===== src/verilog/rv32i_pkg.sv =====
// Shared encodings for the rv32i_mini core
// Opcodes, branch and ALU operations, access sizes, halt causes, address map
`default_nettype none

package rv32i_pkg;

    // ========================================
    // Instruction encodings
    // ========================================
    typedef enum logic [6:0] {
        OP_LUI    = 7'b0110111,
        OP_AUIPC  = 7'b0010111,
        OP_JAL    = 7'b1101111,
        OP_JALR   = 7'b1100111,
        OP_BRANCH = 7'b1100011,
        OP_LOAD   = 7'b0000011,
        OP_STORE  = 7'b0100011,
        OP_IMM    = 7'b0010011,
        OP_REG    = 7'b0110011,
        OP_FENCE  = 7'b0001111,
        OP_SYSTEM = 7'b1110011
    } opcode_e;

    typedef enum logic [2:0] {
        BR_EQ  = 3'b000,
        BR_NE  = 3'b001,
        BR_LT  = 3'b100,
        BR_GE  = 3'b101,
        BR_LTU = 3'b110,
        BR_GEU = 3'b111
    } branch_e;                                 // Same as funct3

    typedef enum logic [3:0] {
        ALU_ADD,
        ALU_SUB,
        ALU_SLL,
        ALU_SLT,
        ALU_SLTU,
        ALU_XOR,
        ALU_SRL,
        ALU_SRA,
        ALU_OR,
        ALU_AND,
        ALU_PASS_B
    } alu_op_e;

    typedef enum logic [1:0] {
        MEM_B = 2'b00,
        MEM_H = 2'b01,
        MEM_W = 2'b10
    } mem_size_e;                               // Low bits of funct3

    typedef enum logic [2:0] {
        HALT_NONE,
        HALT_ECALL,
        HALT_EBREAK,
        HALT_ILLEGAL,
        HALT_MISALIGNED
    } halt_e;

    // ========================================
    // Default address map
    // ========================================
    localparam logic [31:0] DEF_IMEM_WORDS = 32'd1024;
    localparam logic [31:0] DEF_DMEM_BASE  = 32'h0001_0000;
    localparam logic [31:0] DEF_DMEM_WORDS = 32'd1024;
    localparam logic [31:0] DEF_VGA_BASE   = 32'h00FF_0000;
    localparam logic [31:0] DEF_VGA_WORDS  = 32'd9600;      // 38400 bytes of frame buffer

endpackage

`default_nettype wire


===== src/verilog/rv32i_lsu.sv =====
// Load/store unit
// Region decode, alignment check, store lane placement, load extraction
`default_nettype none

module rv32i_lsu #(
    parameter logic [31:0] DMEM_BASE  = 32'h0001_0000,
    parameter int unsigned DMEM_WORDS = 1024,
    parameter logic [31:0] VGA_BASE   = 32'h00FF_0000,
    parameter int unsigned VGA_WORDS  = 9600
) (
    input  wire                   is_load,
    input  wire                   is_store,
    input  wire [31:0]            addr,
    input  rv32i_pkg::mem_size_e  size,
    input  wire                   load_unsigned,
    input  wire [31:0]            store_data,
    input  wire [31:0]            dmem_rdata,
    input  wire [31:0]            vga_rdata,
    output logic [29:0]           word_index,
    output logic                  dmem_we,
    output logic                  vga_we,
    output logic [3:0]            be,
    output logic [31:0]           wdata,
    output logic [31:0]           load_data,
    output logic                  misaligned
);
    import rv32i_pkg::*;

    localparam logic [31:0] DMEM_END = DMEM_BASE + 4 * DMEM_WORDS;
    localparam logic [31:0] VGA_END  = VGA_BASE + 4 * VGA_WORDS;

    logic        in_dmem;
    logic        in_vga;
    logic        bad_align;
    logic [31:0] offset;
    logic [31:0] rword;
    logic [31:0] lane;

    assign in_dmem   = (addr >= DMEM_BASE) && (addr < DMEM_END);
    assign in_vga    = (addr >= VGA_BASE) && (addr < VGA_END);
    assign offset    = addr - (in_vga ? VGA_BASE : DMEM_BASE);
    assign word_index = offset[31:2];

    assign bad_align  = ((size == MEM_H) && addr[0]) ||
                        ((size == MEM_W) && (addr[1:0] != 2'b00));
    assign misaligned = (is_load || is_store) && bad_align;

    assign dmem_we = is_store && in_dmem && !bad_align;
    assign vga_we  = is_store && in_vga && !bad_align;

    // ========================================
    // Store lanes
    // ========================================
    always_comb begin
        case (size)
            MEM_B: begin
                be    = 4'b0001 << addr[1:0];
                wdata = {4{store_data[7:0]}};
            end
            MEM_H: begin
                be    = 4'b0011 << {addr[1], 1'b0};
                wdata = {2{store_data[15:0]}};
            end
            default: begin
                be    = 4'b1111;
                wdata = store_data;
            end
        endcase
    end

    // ========================================
    // Load extraction
    // ========================================
    assign rword = in_vga ? vga_rdata : (in_dmem ? dmem_rdata : 32'd0);   // Unmapped reads zero
    assign lane  = rword >> {addr[1:0], 3'b000};

    always_comb begin
        case (size)
            MEM_B:   load_data = {{24{lane[7] & !load_unsigned}}, lane[7:0]};
            MEM_H:   load_data = {{16{lane[15] & !load_unsigned}}, lane[15:0]};
            default: load_data = rword;
        endcase
    end

    a_one_region: assert final (!(dmem_we && vga_we))
        else $error("Store hit dmem and vga at once");

endmodule

`default_nettype wire


===== config.mk =====
export PLATFORM = sky130hd
export DESIGN_NAME = rv32i_lsu
export DESIGN_NICKNAME = d
export VERILOG_FILES = /design/src/verilog/rv32i_pkg.sv /design/src/verilog/rv32i_lsu.sv
export SDC_FILE = /design/constraint.sdc
export NUM_CORES = 1
export LEC_CHECK = 0
export BUFFER_PORTS_ARGS = -buffer_cell sky130_fd_sc_hd__clkbuf_2
export CAP_MARGIN = 20
export CORE_AREA = 2 2 91 93
export DETAILED_ROUTE_END_ITERATION = 12
export DIE_AREA = 0 0 93 95
export GPL_ROUTABILITY_DRIVEN = 0
export PLACE_DENSITY = 0.68
export SYNTH_ARGS = -nofsm -noshare
export SYNTH_HDL_FRONTEND = slang
export SYNTH_SLANG_ARGS = --single-unit

===== constraint.sdc =====
create_clock -name vclk -period 6.21
set_clock_uncertainty 0.05 [all_clocks]
set_input_delay 0.621 -clock vclk [all_inputs]
set_output_delay 0.621 -clock vclk [all_outputs]
set_load 0.01 [all_outputs]

# After elaboration in Yosys (flattened, before gate mapping)
# Index checks and enable logic that the tools add are counted.
[totals]
register_bits = 0
input_bits = 133
output_inout_bits = 101
elab_cells = 33
[op_classes]
addsub = 1
magnitude_cmp = 4
eq_ne = 2
n_shift = 3
muxes = 6
n_bitwise = 2
n_reduce_logical = 15
[op_table]
columns = ["op", "count"]
rows = [
  ["$pmux 32 s2", 2],
  ["$mux 32", 2],
  ["$ge 32x17->1 const B", 1],
  ["$ge 32x24->1 const B", 1],
  ["$lt 32x17->1 const B", 1],
  ["$lt 32x24->1 const B", 1],
  ["$shr 32x5->16", 1],
  ["$sub 32x24->32", 1],
  ["$mux 24", 1],
  ["$logic_and 1x1->1", 9],
  ["$pmux 4 s2", 1],
  ["$shl 1x2->4 const A", 1],
  ["$shl 2x2->4 const A", 1],
  ["$and 1x1->1", 2],
  ["$eq 2x1->1 const B", 1],
  ["$eq 2x2->1 const B", 1],
  ["$logic_not 1->1", 2],
  ["$logic_not 2->1", 1],
  ["$logic_or 1x1->1", 2],
  ["$reduce_bool 2->1", 1],
]

# Longest topological paths before layout
[logic_depth]
ltp_word = 7
ltp_mapped = 16
ltp_nobuf = 12

# Least setup slack after synthesis
# No wires, ideal clock.
[synth_timing]
path_kind = "input port to output port"
startpoint = "in addr[30]"
endpoint = "out word_index[26]"
arrival_ps = 4248
required_time_ps = 5539
setup_slack_ps = 1291
cell_stages = 16
n_path_buf = 4
path_cell_list = "or4_4 nor3_4 and3_1 buf_4 buf_4 buf_2 buf_2 inv_1 fa_1 a21o_1 a21oi_1 nor2b_1 o21a_1 o41ai_1 nand2_1 xnor2_1"
[synth_via]
elab_chain_len = 4
elab_cells_between_ends = 5
classes_between = "add/sub (1); order compare (2); mux (1); reduce/logical (1)"
[synth_lines]
columns = ["item", "line", "text"]
rows = [
  ["start: declaration", "rv32i_lsu.sv:13", "input wire [31:0] addr,"],
  ["$ge 32x24->1 / $lt 32x24->1 (equally long branches)", "rv32i_lsu.sv:40", "assign in_vga = (addr >= VGA_BASE) && (addr < VGA_END);"],
  ["$logic_and 1x1->1 (*)", "rv32i_lsu.sv:40", ""],
  ["$mux 24 (*)", "rv32i_lsu.sv:41", "assign offset = addr - (in_vga ? VGA_BASE : DMEM_BASE);"],
  ["$sub 32x24->32 (*)", "rv32i_lsu.sv:41", ""],
  ["end: declaration", "rv32i_lsu.sv:19", "output logic [29:0] word_index,"],
]
# Every way passes the cells marked *; elsewhere a longest branch is shown, timed or not.

# Worst setup path after layout
[layout_timing]
startpoint = "in addr[30]"
endpoint = "out word_index[24]"
# The elaborated chain is that of the path after synthesis.

==> metrics.txt <==
Arr. time, crit path=4.15 ns; post-synth cell types=44; GRT Overall Usage=0.182; Post-CTS Setup Bufs=0; # DRC=0; Pleak=0.00161 uW; Worst Path Max Fanout=8; register area=0 um^2; fraction of layout cells with a size suffix above 1=0.476; row cnt=33; Synth area leader=a22oi_1; Mapped Avg Cell Area=6.60 um^2; worst path required time=roughly 5.5 ns; PostCTS Resize Cnt=0; unrepaired setup endpoints after global routing=false; total negative slack=0 ns; most frequent cells after synthesis=nand2_1 (32), a21oi_1 (31), a22oi_1 (27), o21ai_0 (27), buf_4 (25); largest net degree at the start of global routing=between 50 and 60; DR pass1 iterations=4; XOR/XNOR Fraction of Synth Area=0.0550; Tmin final=4.82 ns; DRT iter0 DRCs=245; Tot Pwr=204 uW; # clk buffers=0; worst hold margin=roughly 1.2 ns; total wire length=approximately 9.2 mm; die area=8840 um^2; Mapped Nets=479; slew margin rel.=0.467; first-pass GRT wire length=13.4 mm; Final Hold Vio Count=0; hold path depth=0; vias in the first global route=2881; core area=approximately 8000 um^2; crit end category=primary output; Die Wd=93 um; most frequent cell after synthesis=nand2_1; largest family of logic cells by synthesized area=compound AO/OA/AOI/OAI gates; Ys Warns=0; status=finished clean; Final Max Tran Viols=0; initial antenna violation count=0; upper clock frequency limit=around 210 MHz; post-synthesis mux area share=0.131; Vias=roughly 3.3k; nets=656; Wirelength per Cell=14.9 um; worst slew pin tran=about 0.8 ns; number of port buffers=220; Worst IR Drop VDD=just under 0.04 mV; Area contributors post-synth=a22oi_1 (9.1%), mux2_2 (9.1%), buf_4 (8.4%); n_diodes=0; Die H=about 95 um; DR vias/cell=5.32; Max Cap Viol=0; CP Class=input pin to primary output; Routed Antenna Nets=0; simple-gate portion of the synthesized area=0.216; design area=roughly 3200 um^2; Cells after Synth=roughly 340; Startpoint Class=input pin; num ports=between 200 and 250; fin crit share=0.776; Yosys top cell area share=0.0909; final setup fails=0; GRT overflow=0; post-detail-place hpwl=7.28 mm; sequential element share of the synthesized area=0; placed instance area=about 3200 um^2; area grow syn2layout=43.2%; Seq cells=0; Finished Layout Cells=about 620; CTS Hold Bufs=0; Pwr Density=between 60 and 70 nW/um^2; Initial Util=0.281; Hold Path Class=input pin to primary output; HP Start=addr[6]; Hold Path End=word_index[4]; Compound-Gate Fraction of Synth Area=0.406; placed insts=618; Post-Synthesis Cell Area=between 2000 and 2500 um^2; adder-cell share of the synthesized area=0.0483
## cell type report
class,count,area (um^2)
Multi-Input combinational cell,283,1910
Inverter,7,26.3
Timing Repair Buffer,223,1120
Tap cell,105,131
Fill cell,868,4740
## power breakdown
group / total, uW / internal, uW / leakage (uW) / switching (uW)
registers: 0 / 0 / 0 / 0
logic: 204 / 93.2 / 0.00161 / 111
clock network: 0 / 0 / 0 / 0
total: 204 / 93.2 / 0.00161 / 111
## cells by family (layout without fill, tap and decap cells)
kind of cell / after synthesis / count (layout)
AOI/OAI and AO/OA: 134 / 134
xor gates and xnor gates: 14 / 14
adders and majority gates: 8 / 8
buffers and inverters: 55 / 230
muxes: 27 / 27
and+or+nand+nor: 100 / 100
## critical path: stages
cell	delay [ns]
clkbuf_2	0.10
or4_4	0.56
nor3_4	0.30
and3_1	0.22
inv_1	0.15
fa_1	0.43
a21o_1	0.17
a21oi_1	0.21
nor2b_1	0.07
o21a_1	0.19
o41ai_1	0.61
nand2_1	0.17
xnor2_1	0.20
clkbuf_2	0.16
## layer usage
metal | global-route usage | routed length, um
met2 | 0.345 | 4640
met4 | 0.0270 | 114
met1 | 0.227 | 3700
met5 | 0 | 0
met3 | 0.0192 | 720
## how the worst max path moves through the flow
stage	endpoint	slack, ns	from	depth (start not counted)
floorplan	word_index[26]	1.29	addr[30]	16
CTS	word_index[24]	1.38	addr[30]	14
detailed placement	word_index[24]	1.39	addr[30]	14
global placement	word_index[28]	1.54	addr[30]	14
global route	word_index[26]	1.01	addr[30]	14
finish	word_index[24]	1.39	addr[30]	14
## per-stage QoR
step	utilization	worst slack, ns
global placement	0.403	1.54
global route	0.403	1.01
CTS	0.403	1.38
floorplan	-	1.29
finish	0.403	1.39
detailed placement	0.403	1.39
## placed cells by master (no fill, tap or decap), types with 9 or more instances in the layout
cell type	n
o21ai_0	27
mux2_2	18
a21oi_1	31
clkbuf_2	220
a22oi_1	27
xnor2_1	12
nand3_1	16
nand2_1	32
mux2i_1	9
nor2_1	21
o21bai_1	14
No activity file was read; power rests on OpenSTA's default activity.
