==> config.mk <==
export PLATFORM = sky130hd
export DESIGN_NAME = rv32i_decode
export DESIGN_NICKNAME = d
export VERILOG_FILES = /design/src/verilog/rv32i_pkg.sv /design/src/verilog/rv32i_decode.sv
export SDC_FILE = /design/constraint.sdc
export NUM_CORES = 1
export LEC_CHECK = 0
export BUFFER_PORTS_ARGS = -buffer_cell sky130_fd_sc_hd__buf_2
export CORE_AREA = 2 2 57 59
export DETAILED_ROUTE_END_ITERATION = 8
export DIE_AREA = 0 0 59 61
export GPL_TIMING_DRIVEN = 0
export PLACE_DENSITY_LB_ADDON = 0.1
export SETUP_SLACK_MARGIN = 0.4
export SLEW_MARGIN = 25
export SYNTH_ARGS = -nofsm -noshare
export SYNTH_HDL_FRONTEND = slang
export SYNTH_SLANG_ARGS = --single-unit
export TNS_END_PERCENT = 100
==> constraint.sdc <==
create_clock -name vclk -period 3.38
set_input_delay 0.676 -clock vclk [all_inputs]
set_output_delay 0.676 -clock vclk [all_outputs]
set_load 0.05 [all_outputs]
==> src/verilog/rv32i_pkg.sv <==
// Shared encodings for the rv32i_mini core
// Opcodes, branch and ALU operations, access sizes, halt causes, address map
`default_nettype none

package rv32i_pkg;

    // ========================================
    // Instruction encodings
    // ========================================
    typedef enum logic [6:0] {
        OP_LUI    = 7'b0110111,
        OP_AUIPC  = 7'b0010111,
        OP_JAL    = 7'b1101111,
        OP_JALR   = 7'b1100111,
        OP_BRANCH = 7'b1100011,
        OP_LOAD   = 7'b0000011,
        OP_STORE  = 7'b0100011,
        OP_IMM    = 7'b0010011,
        OP_REG    = 7'b0110011,
        OP_FENCE  = 7'b0001111,
        OP_SYSTEM = 7'b1110011
    } opcode_e;

    typedef enum logic [2:0] {
        BR_EQ  = 3'b000,
        BR_NE  = 3'b001,
        BR_LT  = 3'b100,
        BR_GE  = 3'b101,
        BR_LTU = 3'b110,
        BR_GEU = 3'b111
    } branch_e;                                 // Same as funct3

    typedef enum logic [3:0] {
        ALU_ADD,
        ALU_SUB,
        ALU_SLL,
        ALU_SLT,
        ALU_SLTU,
        ALU_XOR,
        ALU_SRL,
        ALU_SRA,
        ALU_OR,
        ALU_AND,
        ALU_PASS_B
    } alu_op_e;

    typedef enum logic [1:0] {
        MEM_B = 2'b00,
        MEM_H = 2'b01,
        MEM_W = 2'b10
    } mem_size_e;                               // Low bits of funct3

    typedef enum logic [2:0] {
        HALT_NONE,
        HALT_ECALL,
        HALT_EBREAK,
        HALT_ILLEGAL,
        HALT_MISALIGNED
    } halt_e;

    // ========================================
    // Default address map
    // ========================================
    localparam logic [31:0] DEF_IMEM_WORDS = 32'd1024;
    localparam logic [31:0] DEF_DMEM_BASE  = 32'h0001_0000;
    localparam logic [31:0] DEF_DMEM_WORDS = 32'd1024;
    localparam logic [31:0] DEF_VGA_BASE   = 32'h00FF_0000;
    localparam logic [31:0] DEF_VGA_WORDS  = 32'd9600;      // 38400 bytes of frame buffer

endpackage

`default_nettype wire

==> src/verilog/rv32i_decode.sv <==
// RV32I instruction decoder
// Splits fields and immediates, maps funct3/funct7 to control, flags illegal words
`default_nettype none

module rv32i_decode (
    input  wire [31:0]           instr,
    output rv32i_pkg::opcode_e   opcode,
    output logic [4:0]           rd,
    output logic [4:0]           rs1,
    output logic [4:0]           rs2,
    output logic [31:0]          imm,
    output rv32i_pkg::alu_op_e   alu_op,
    output logic                 alu_src_imm,
    output rv32i_pkg::branch_e   br_op,
    output rv32i_pkg::mem_size_e mem_size,
    output logic                 load_unsigned,
    output logic                 is_ecall,
    output logic                 is_ebreak,
    output logic                 illegal
);
    import rv32i_pkg::*;

    logic [2:0]  funct3;
    logic [6:0]  funct7;
    logic [31:0] imm_i;
    logic [31:0] imm_s;
    logic [31:0] imm_b;
    logic [31:0] imm_u;
    logic [31:0] imm_j;

    // Shared by OP-IMM and OP, alt selects SUB or SRA
    function automatic alu_op_e f3_op(input logic [2:0] f3, input logic alt);
        case (f3)
            3'b000:  f3_op = alt ? ALU_SUB : ALU_ADD;
            3'b001:  f3_op = ALU_SLL;
            3'b010:  f3_op = ALU_SLT;
            3'b011:  f3_op = ALU_SLTU;
            3'b100:  f3_op = ALU_XOR;
            3'b101:  f3_op = alt ? ALU_SRA : ALU_SRL;
            3'b110:  f3_op = ALU_OR;
            default: f3_op = ALU_AND;
        endcase
    endfunction

    assign opcode = opcode_e'(instr[6:0]);
    assign rd     = instr[11:7];
    assign rs1    = instr[19:15];
    assign rs2    = instr[24:20];
    assign funct3 = instr[14:12];
    assign funct7 = instr[31:25];

    assign imm_i = {{20{instr[31]}}, instr[31:20]};
    assign imm_s = {{20{instr[31]}}, instr[31:25], instr[11:7]};
    assign imm_b = {{20{instr[31]}}, instr[7], instr[30:25], instr[11:8], 1'b0};
    assign imm_u = {instr[31:12], 12'b0};
    assign imm_j = {{12{instr[31]}}, instr[19:12], instr[20], instr[30:21], 1'b0};

    assign br_op         = branch_e'(funct3);
    assign load_unsigned = funct3[2];                       // LBU, LHU
    assign mem_size      = (funct3[1:0] == 2'b00) ? MEM_B :
                           (funct3[1:0] == 2'b01) ? MEM_H : MEM_W;
    assign is_ecall      = (instr == 32'h0000_0073);
    assign is_ebreak     = (instr == 32'h0010_0073);

    always_comb begin
        imm         = imm_i;
        alu_op      = ALU_ADD;                              // Address adder by default
        alu_src_imm = 1'b1;
        illegal     = 1'b0;
        case (opcode)
            OP_LUI: begin
                imm    = imm_u;
                alu_op = ALU_PASS_B;
            end
            OP_AUIPC:  imm = imm_u;
            OP_JAL:    imm = imm_j;
            OP_JALR:   illegal = (funct3 != 3'b000);
            OP_BRANCH: begin
                imm         = imm_b;
                alu_src_imm = 1'b0;
                illegal     = (funct3[2:1] == 2'b01);       // 010, 011 unused
            end
            OP_LOAD:   illegal = (funct3 == 3'b011) || (funct3[2:1] == 2'b11);
            OP_STORE: begin
                imm     = imm_s;
                illegal = (funct3 > 3'b010);
            end
            OP_IMM: begin
                alu_op = f3_op(funct3, (funct3 == 3'b101) && funct7[5]);
                if (funct3 == 3'b001)
                    illegal = (funct7 != 7'b0000000);
                else if (funct3 == 3'b101)
                    illegal = ((funct7 & 7'b1011111) != 7'b0000000);
            end
            OP_REG: begin
                alu_src_imm = 1'b0;
                alu_op      = f3_op(funct3, funct7[5]);
                illegal     = (funct7 != 7'b0000000) &&
                              !((funct7 == 7'b0100000) &&
                                ((funct3 == 3'b000) || (funct3 == 3'b101)));
            end
            OP_FENCE:  illegal = (funct3 != 3'b000);        // FENCE.I not supported
            OP_SYSTEM: illegal = !(is_ecall || is_ebreak);
            default:   illegal = 1'b1;
        endcase
    end

endmodule

`default_nettype wire

# Word-level counts from Yosys, hierarchy flattened
# Cells that the tools add are included.
# W data, S select, Z words.
word_totals:
  regBits: 0
  inputBits: 32
classes:
  n_lt_le_gt_ge: 1
  eq_ne: 23
  n_mux: 14
  reduce_logical: 17
ops:
  columns: ["operator", "count"]
  rows:
  - ["$pmux W31 S4", 1]
  - ["$pmux W4 S7", 2]
  - ["$eq A32 B21 Y1 const B", 1]
  - ["$eq A32 B7 Y1 const B", 1]
  - ["$eq A7 B6 Y1 const B", 4]
  - ["$eq A7 B7 Y1 const B", 4]
  - ["$eq A7 B5 Y1 const B", 2]
  - ["$reduce_bool A7 Y1", 2]
  - ["$pmux W4 S3", 1]
  - ["$eq A3 B3 Y1 const B", 3]
  - ["$pmux W1 S8", 1]
  - ["$eq A7 B2 Y1 const B", 1]
  - ["$eq A7 B4 Y1 const B", 1]
  - ["$mux W1", 7]
  - ["$eq A3 B2 Y1 const B", 2]
  - ["$reduce_or A2 Y1", 3]
  - ["$eq A2 B1 Y1 const B", 2]
  - ["$mux W2", 2]
  - ["$eq A3 B1 Y1 const B", 1]
  - ["$gt A3 B2 Y1 const B", 1]
  - ["$logic_and A1 B1 Y1", 3]
  - ["$logic_not A3 Y1", 1]
  - ["$logic_or A1 B1 Y1", 3]
  - ["$reduce_bool A3 Y1", 1]
  - ["other kinds (4)", 5]

# Logic depth before layout (Yosys ltp)
# Gate-level depths: netlist of the first run.
depth:
  word_depth: 6
  depth_mapped: 7
  ltp_nobuf: 5

# Worst setup path after synthesis of the first run
# OpenSTA, ideal clock, no wires.
synth_path:
  path_type: "input -> output"
  startpoint: "input instr[2]"
  endpoint: "output alu_op[0]"
  arrival_ns: 3.644
  required_time_ns: 2.704
  path_slack_ns: -0.940
  path_stages: 4
  path_cell_list: "buf_4 -> nor3_1 -> nand2_1 -> a2111oi_0"
synth_via:
  elab_chain_len: 2
  word_cells_on_any_way: 4
  cone_classes: "3 x eq/ne; 1 x mux"
synth_rtl:
  columns: ["item", "line_no", "source"]
  rows:
  - ["start: declaration", "rv32i_decode.sv:6", "input wire [31:0] instr,"]
  - ["$eq A7 B6 Y1 or $eq A7 B5 Y1 (tied branches)", "rv32i_decode.sv:70", "case (opcode)"]
  - ["$pmux W4 S3 *", "rv32i_decode.sv:70", null]
  - ["end: declaration", "rv32i_decode.sv:12", "output rv32i_pkg::alu_op_e alu_op,"]
# Every way passes the cells marked *; elsewhere a longest branch is shown, timed or not.

# Worst setup path after layout of the first run
layout_path:
  startpoint: "input instr[1]"
  endpoint: "output illegal"
layout_via:
  elab_chain_len: 4
  word_cells_on_any_way: 18
  cone_classes: "13 x eq/ne; 1 x mux; 4 x reduce/logical"
layout_rtl:
  columns: ["item", "line_no", "source"]
  rows:
  - ["$eq A32 B7 Y1 or $eq A32 B21 Y1 (tied branches)", "rv32i_decode.sv:62, rv32i_decode.sv:63", null]
  - ["$logic_or A1 B1 Y1", "rv32i_decode.sv:103", "OP_SYSTEM: illegal = !(is_ecall || is_ebreak);"]
  - ["$logic_not A1 Y1", "rv32i_decode.sv:103", null]
  - ["$pmux W1 S8 *", "rv32i_decode.sv:70", null]
  - ["end: declaration", "rv32i_decode.sv:19", "output logic illegal"]
# Marks and branches as above.

==> results.toml, run 1 <==
[yosys]
syn_area_um2 = 1005
ys_top_cells_by_area = "buf_4 (22%), a21o_1 (15%), nor2b_1 (8.1%), nand2_1 (4.5%), nor2_1 (3.7%)"
synth.avg_cell_area_um2 = 6.743
yosysTopAreaCellShare_pct = 22.42
yosysSeqAreaShare_pct = 0
synth.area.mux_share_pct = 1.121
syn_inst = 149
ys_warn_count = 0
yosys.area_share.adder_pct = 0.9963
synth-compound-area-share_pct = 31.51
synth_fp_nets = 181
yosys.area.top_type = "buf_4"
synth_top_family_by_area = "simple AND/OR/NAND/NOR gates"
synth.distinct_cells = 40
synth-simple-area-share_pct = 36.49
synth_xor_area_share_pct = 1.743

[sta]
tightest_slew_ps = 401.0
setup_slack_ps = 539.0
max_clock_freq_ghz = 0.3520
finalCriticalPeriod_ps = 2841
final_max_slew_viol_count = 0
hold_viol = 0
rsz0062_at_grt = "no"
period_share_pct = 84.05
tns_ps = 0
relSlewSlack_pct = 73.27
finalSetupViolCount = 0

[die]
fp-row-count = 20
dieArea_um2 = 3599
start_util_pct = 34.03
die-width_um = 59
core_um2 = 2953
ioPinCount = 100
die_h_um = 61

[detailed_routing]
drt_iter0_markers = 23
wirelength_um = 3344
ant_nets = 0
first_pass_iters = 4
routedWlPerCell_um = 12.07
via_per_inst = 4.906
drc = 0
vias = 1359

[layout]
final_layout_size_suffix_gt1_share_pct = 57.79
seq_area_um2 = 0
layout_common_cells = "buf_2 (99), buf_4 (30), a21o_1 (20)"
area_delta_synth_final_pct = 52.93
num-clock-buffers = 0
final_cell_area_um2 = 1536
antenna_cells = 0
fin_nets = 278
layout_commonest_cell = "buf_2"
seq_cell_count = 0

[worst_setup_path]
endpoint_kind = "output pin"
cp-startpoint = "instr[1]"
cp-start-kind = "input pin"
slowest_stage = "nor3_1"
critPathCapture = "illegal"
cp_max_fo = 5
critPathRequiredTime_ps = 2700
crit_arrival_ps = 2160
critPathMaxStageDelay_ps = 310
path_class = "input pin to output pin"
cp_cell_sequence = "buf_2 > nand2_1 > nor3_1 > nand2_1 > a311o_1 > nand4_1 > buf_2"

[global_routing]
grt_max_degree = 11
grt_remaining_overflow = 0
grt_use_total_pct = 16.64
grt_pass1_vias = 1076
grt_pass1_wl_um = 4926
antenna_found_initial = 0

[pwr]
leakage_uw = 0.0008862
power_density_nw_per_um2 = 204.1
vdd_drop_max_uv = 95.31

[placed_design]
place_area_um2 = 1530
gp_congestion = 0.7813
portBuffers = 95
dpl_worst_slack_ps = 557.3
dp_hpwl_um = 2767

[cts]
postCtsHoldBufs = 0

[run]
maxCapViolCount = 0

[min_path]
hold_path_startpoint = "instr[3]"
min_path_type = "input pin to output pin"

[outcome]
outcome = "complete, no violations"
## worst max-delay path: cells and delay by family
kind / cells / cell delay [ps]
buf+inv: 2 / 400
simple gates: 4 / 770
compound gates: 1 / 310
## power by group
group	switching, uW	internal [uW]	leakage (uW)
Combinational	222	92.0	0.000886
Sequential	0	0	0
Clock	0	0	0
## through the flow
step / util, % / std cells / hold WS [ps] / total power (uW)
after floorplan: - / 149 / 1454 / 239.9
after global placement: 51.82 / 277 / 1654 / 313.3
after detailed placement: 51.82 / 277 / 1654 / 313.3
after CTS: 51.82 / 277 / 1654 / 313.9
after global routing: 52.03 / 277 / 1656 / 331.0
final: 52.03 / 277 / 1654 / 313.6
## kinds of logic (layout without fill, tap and decap cells)
| kind of cell | count (synthesis) | after routing |
|---|---|---|
| multiplexers | 1 | 1 |
| XOR/XNOR | 2 | 2 |
| buffers and inverters | 40 | 135 |
| adder cells (fa/ha/maj) | 1 | 1 |
| AO/OA/AOI/OAI | 42 | 42 |
| AND/OR/NAND/NOR | 63 | 63 |
## area by class of cell
class | instances | area [um2]
inverters | 1 | 3.754
multi-input cells | 109 | 737.0
well taps | 33 | 41.29
fillers | 320 | 1416
repair buffers | 95 | 475.5
plain buffers | 39 | 279.0
## worst min-delay path by stage
stage,endpoint,slack (ps),depth (start not counted)
2_1_floorplan,mem_size[0],1450,1
3_3_place_gp,opcode[3],1650,2
3_5_place_dp,br_op[0],1650,2
4_1_cts,opcode[3],1650,2
5_1_grt,opcode[4],1660,2
6_report,opcode[3],1650,2
## Yosys cell counts, types with 3 or more instances
master    instances
buf_4            30
a21o_1           20
nor2b_1          13
nand2_1          12
nor2_1           10
nor4_1            5
o21ai_0           5
a22o_1            4
buf_2             4
a21oi_1           3
clkbuf_1          3
nand3_1           3
nor3_1            3
nor3b_1           3
## metal layers
metal,share of wire [%],up-vias,GRT usage [%]
met1,45,603,23.83
met5,0,-,0
met2,48,61,28.89
met4,0.57,0,0.9740
met3,7.1,2,0.8529
li1,-,693,-
## what timing repair did
action / CTS / global route
endpoints found under the setup margin: 0 / 1
gates resized for setup: 0 / 1
buffers inserted: 0 / 0
Power figures use the tool's default switching activity.
==> inputs of run 2 (changes only) <==
--- a/config.mk
+++ b/config.mk
@@ -6,9 +6,9 @@
 export NUM_CORES = 1
 export LEC_CHECK = 0
 export BUFFER_PORTS_ARGS = -buffer_cell sky130_fd_sc_hd__buf_2
-export CORE_AREA = 2 2 57 59
+export CORE_AREA = 2 2 58 60
 export DETAILED_ROUTE_END_ITERATION = 8
-export DIE_AREA = 0 0 59 61
+export DIE_AREA = 0 0 60 62
 export GPL_TIMING_DRIVEN = 0
 export PLACE_DENSITY_LB_ADDON = 0.1
 export SETUP_SLACK_MARGIN = 0.4
==> constraint.sdc (replaced) <==
create_clock -name vclk -period 2.4
set_input_delay 0.48 -clock vclk [all_inputs]
set_output_delay 0.48 -clock vclk [all_outputs]
set_load 0.05 [all_outputs]
==> run 2 against run 1 <==
Net effect: total power up 92%; clock-buffer cell count unchanged; critical path type unchanged; via count up 10%; largest power group unchanged; die area up 3.4%; critical endpoint is now imm[4].
==> results.toml, run 2 (synthesis results as in run 1) <==
[detailed_routing]
first_pass_iters = 4
drt_iter0_markers = 36
routedWlPerCell_um = 15.06
ant_nets = 0
drc = 0
wirelength_um = 4623
via_per_inst = 4.883
vias = 1499

[die]
dieArea_um2 = 3720
die-width_um = 60
start_util_pct = 31.60
fp-row-count = 21
core_um2 = 3179
ioPinCount = 100
die_h_um = 62

[placed_design]
dpl_worst_slack_ps = -169.2
place_area_um2 = 1799
gp_congestion = 0.7782
portBuffers = 95
dp_hpwl_um = 2761
dp_cells = 290

[pwr]
leakage_uw = 0.001203
power_density_nw_per_um2 = 241.4
vdd_drop_max_uv = 188.5

[sta]
rsz0062_at_grt = "yes"
final_max_slew_viol_count = 0
finalCriticalPeriod_ps = 2314
tightest_slew_ps = 367.9
hold_viol = 0
setup_slack_ps = 85.67
period_share_pct = 96.43
relSlewSlack_pct = 75.32
finalSetupViolCount = 0
max_clock_freq_ghz = 0.4321
hold_ws_ps = 1262

[layout]
final_layout_size_suffix_gt1_share_pct = 83.14
final_cell_area_um2 = 2495
layout_common_cells = "buf_2 (52), buf_6 (41), buf_4 (40)"
antenna_cells = 0
seq_cell_count = 0
multiInputGateArea_um2 = 1149
fill_cells = 198
area_delta_synth_final_pct = 148.3
num-clock-buffers = 0
fin_cells = 307
layout_commonest_cell = "buf_2"
seq_area_um2 = 0
fin_nets = 295

[worst_setup_path]
cp_cell_sequence = "buf_8 > buf_6 > nor2b_1 > a21oi_1 > or3_4 > a22o_4 > buf_2"
cp-start-kind = "input pin"
slowest_stage = "or3_4"
crit_arrival_ps = 1830
critPathMaxStageDelay_ps = 380
cp_max_fo = 4
critPathRequiredTime_ps = 1920
path_class = "input pin to output pin"
endpoint_kind = "output pin"

[global_routing]
antenna_found_initial = 0
grt_pass1_wl_um = 6313
grt_max_degree = 11
grt_remaining_overflow = 0
grt_pass1_vias = 1352
grt_use_total_pct = 21.37

[min_path]
min_path_cells = 2
min_path_type = "input pin to output pin"

[run]
maxCapViolCount = 0

[outcome]
outcome = "complete, no violations"
[run 2: changes by cell type in the layout (fill, tap and decap cells not counted), moves of 10 or more]
cell     before  now
buf_2        99   52
buf_6         2   41
a21o_1       20    2
a21o_4        0   17
buf_8         0   13
nor2b_1      12    1
buf_4        30   40
nor2b_4       0   10
[run 2: cell type report]
class                           instances  area share [%]
Tap cell                               46           2.307
Multi-Input combinational cell        109           46.04
Timing Repair Buffer                  112           38.11
Buffer                                 39           13.19
Inverter                                1          0.3511
[run 2: final timing paths]
path | to | startpoint | slack [ps]
setup / recovery | imm[4] | instr[6] | 90
hold / removal | opcode[4] | instr[4] | 1260
[run 2: metal layers]
layer	routed length, um	global-route usage (%)
met5	0	0
met2	2560	41.30
met1	1790	26.33
met4	14	0.3175
met3	258	3.313
[run 2: per-stage QoR]
step | utilization [%] | power [uW] | TNS, ps
floorplan | - | 373.2 | 0
global placement | 56.59 | 478.9 | -1381
detailed placement | 56.59 | 479.0 | -1359
CTS | 72.96 | 567.1 | 0
global route | 78.47 | 628.8 | 0
finish | 78.47 | 602.4 | 0
[run 2: power by group]
part	switching, uW	total [uW]	internal (uW)
Combinational	361	602	242
Clock	0	0	0
Sequential	0	0	0
[run 2: worst max-delay path, delay by kind of cell]
family,cells,cell delay (ps)
AOI/OAI and AO/OA,2,330
and+or+nand+nor,2,600
buffers and inverters,3,410
[run 2: timing repair]
action,CTS,global route
hold buffers,0,0
pin swaps,18,11
resized for setup,120,51
cloned,3,0
setup endpoints to repair,35,38
buffers inserted,12,2
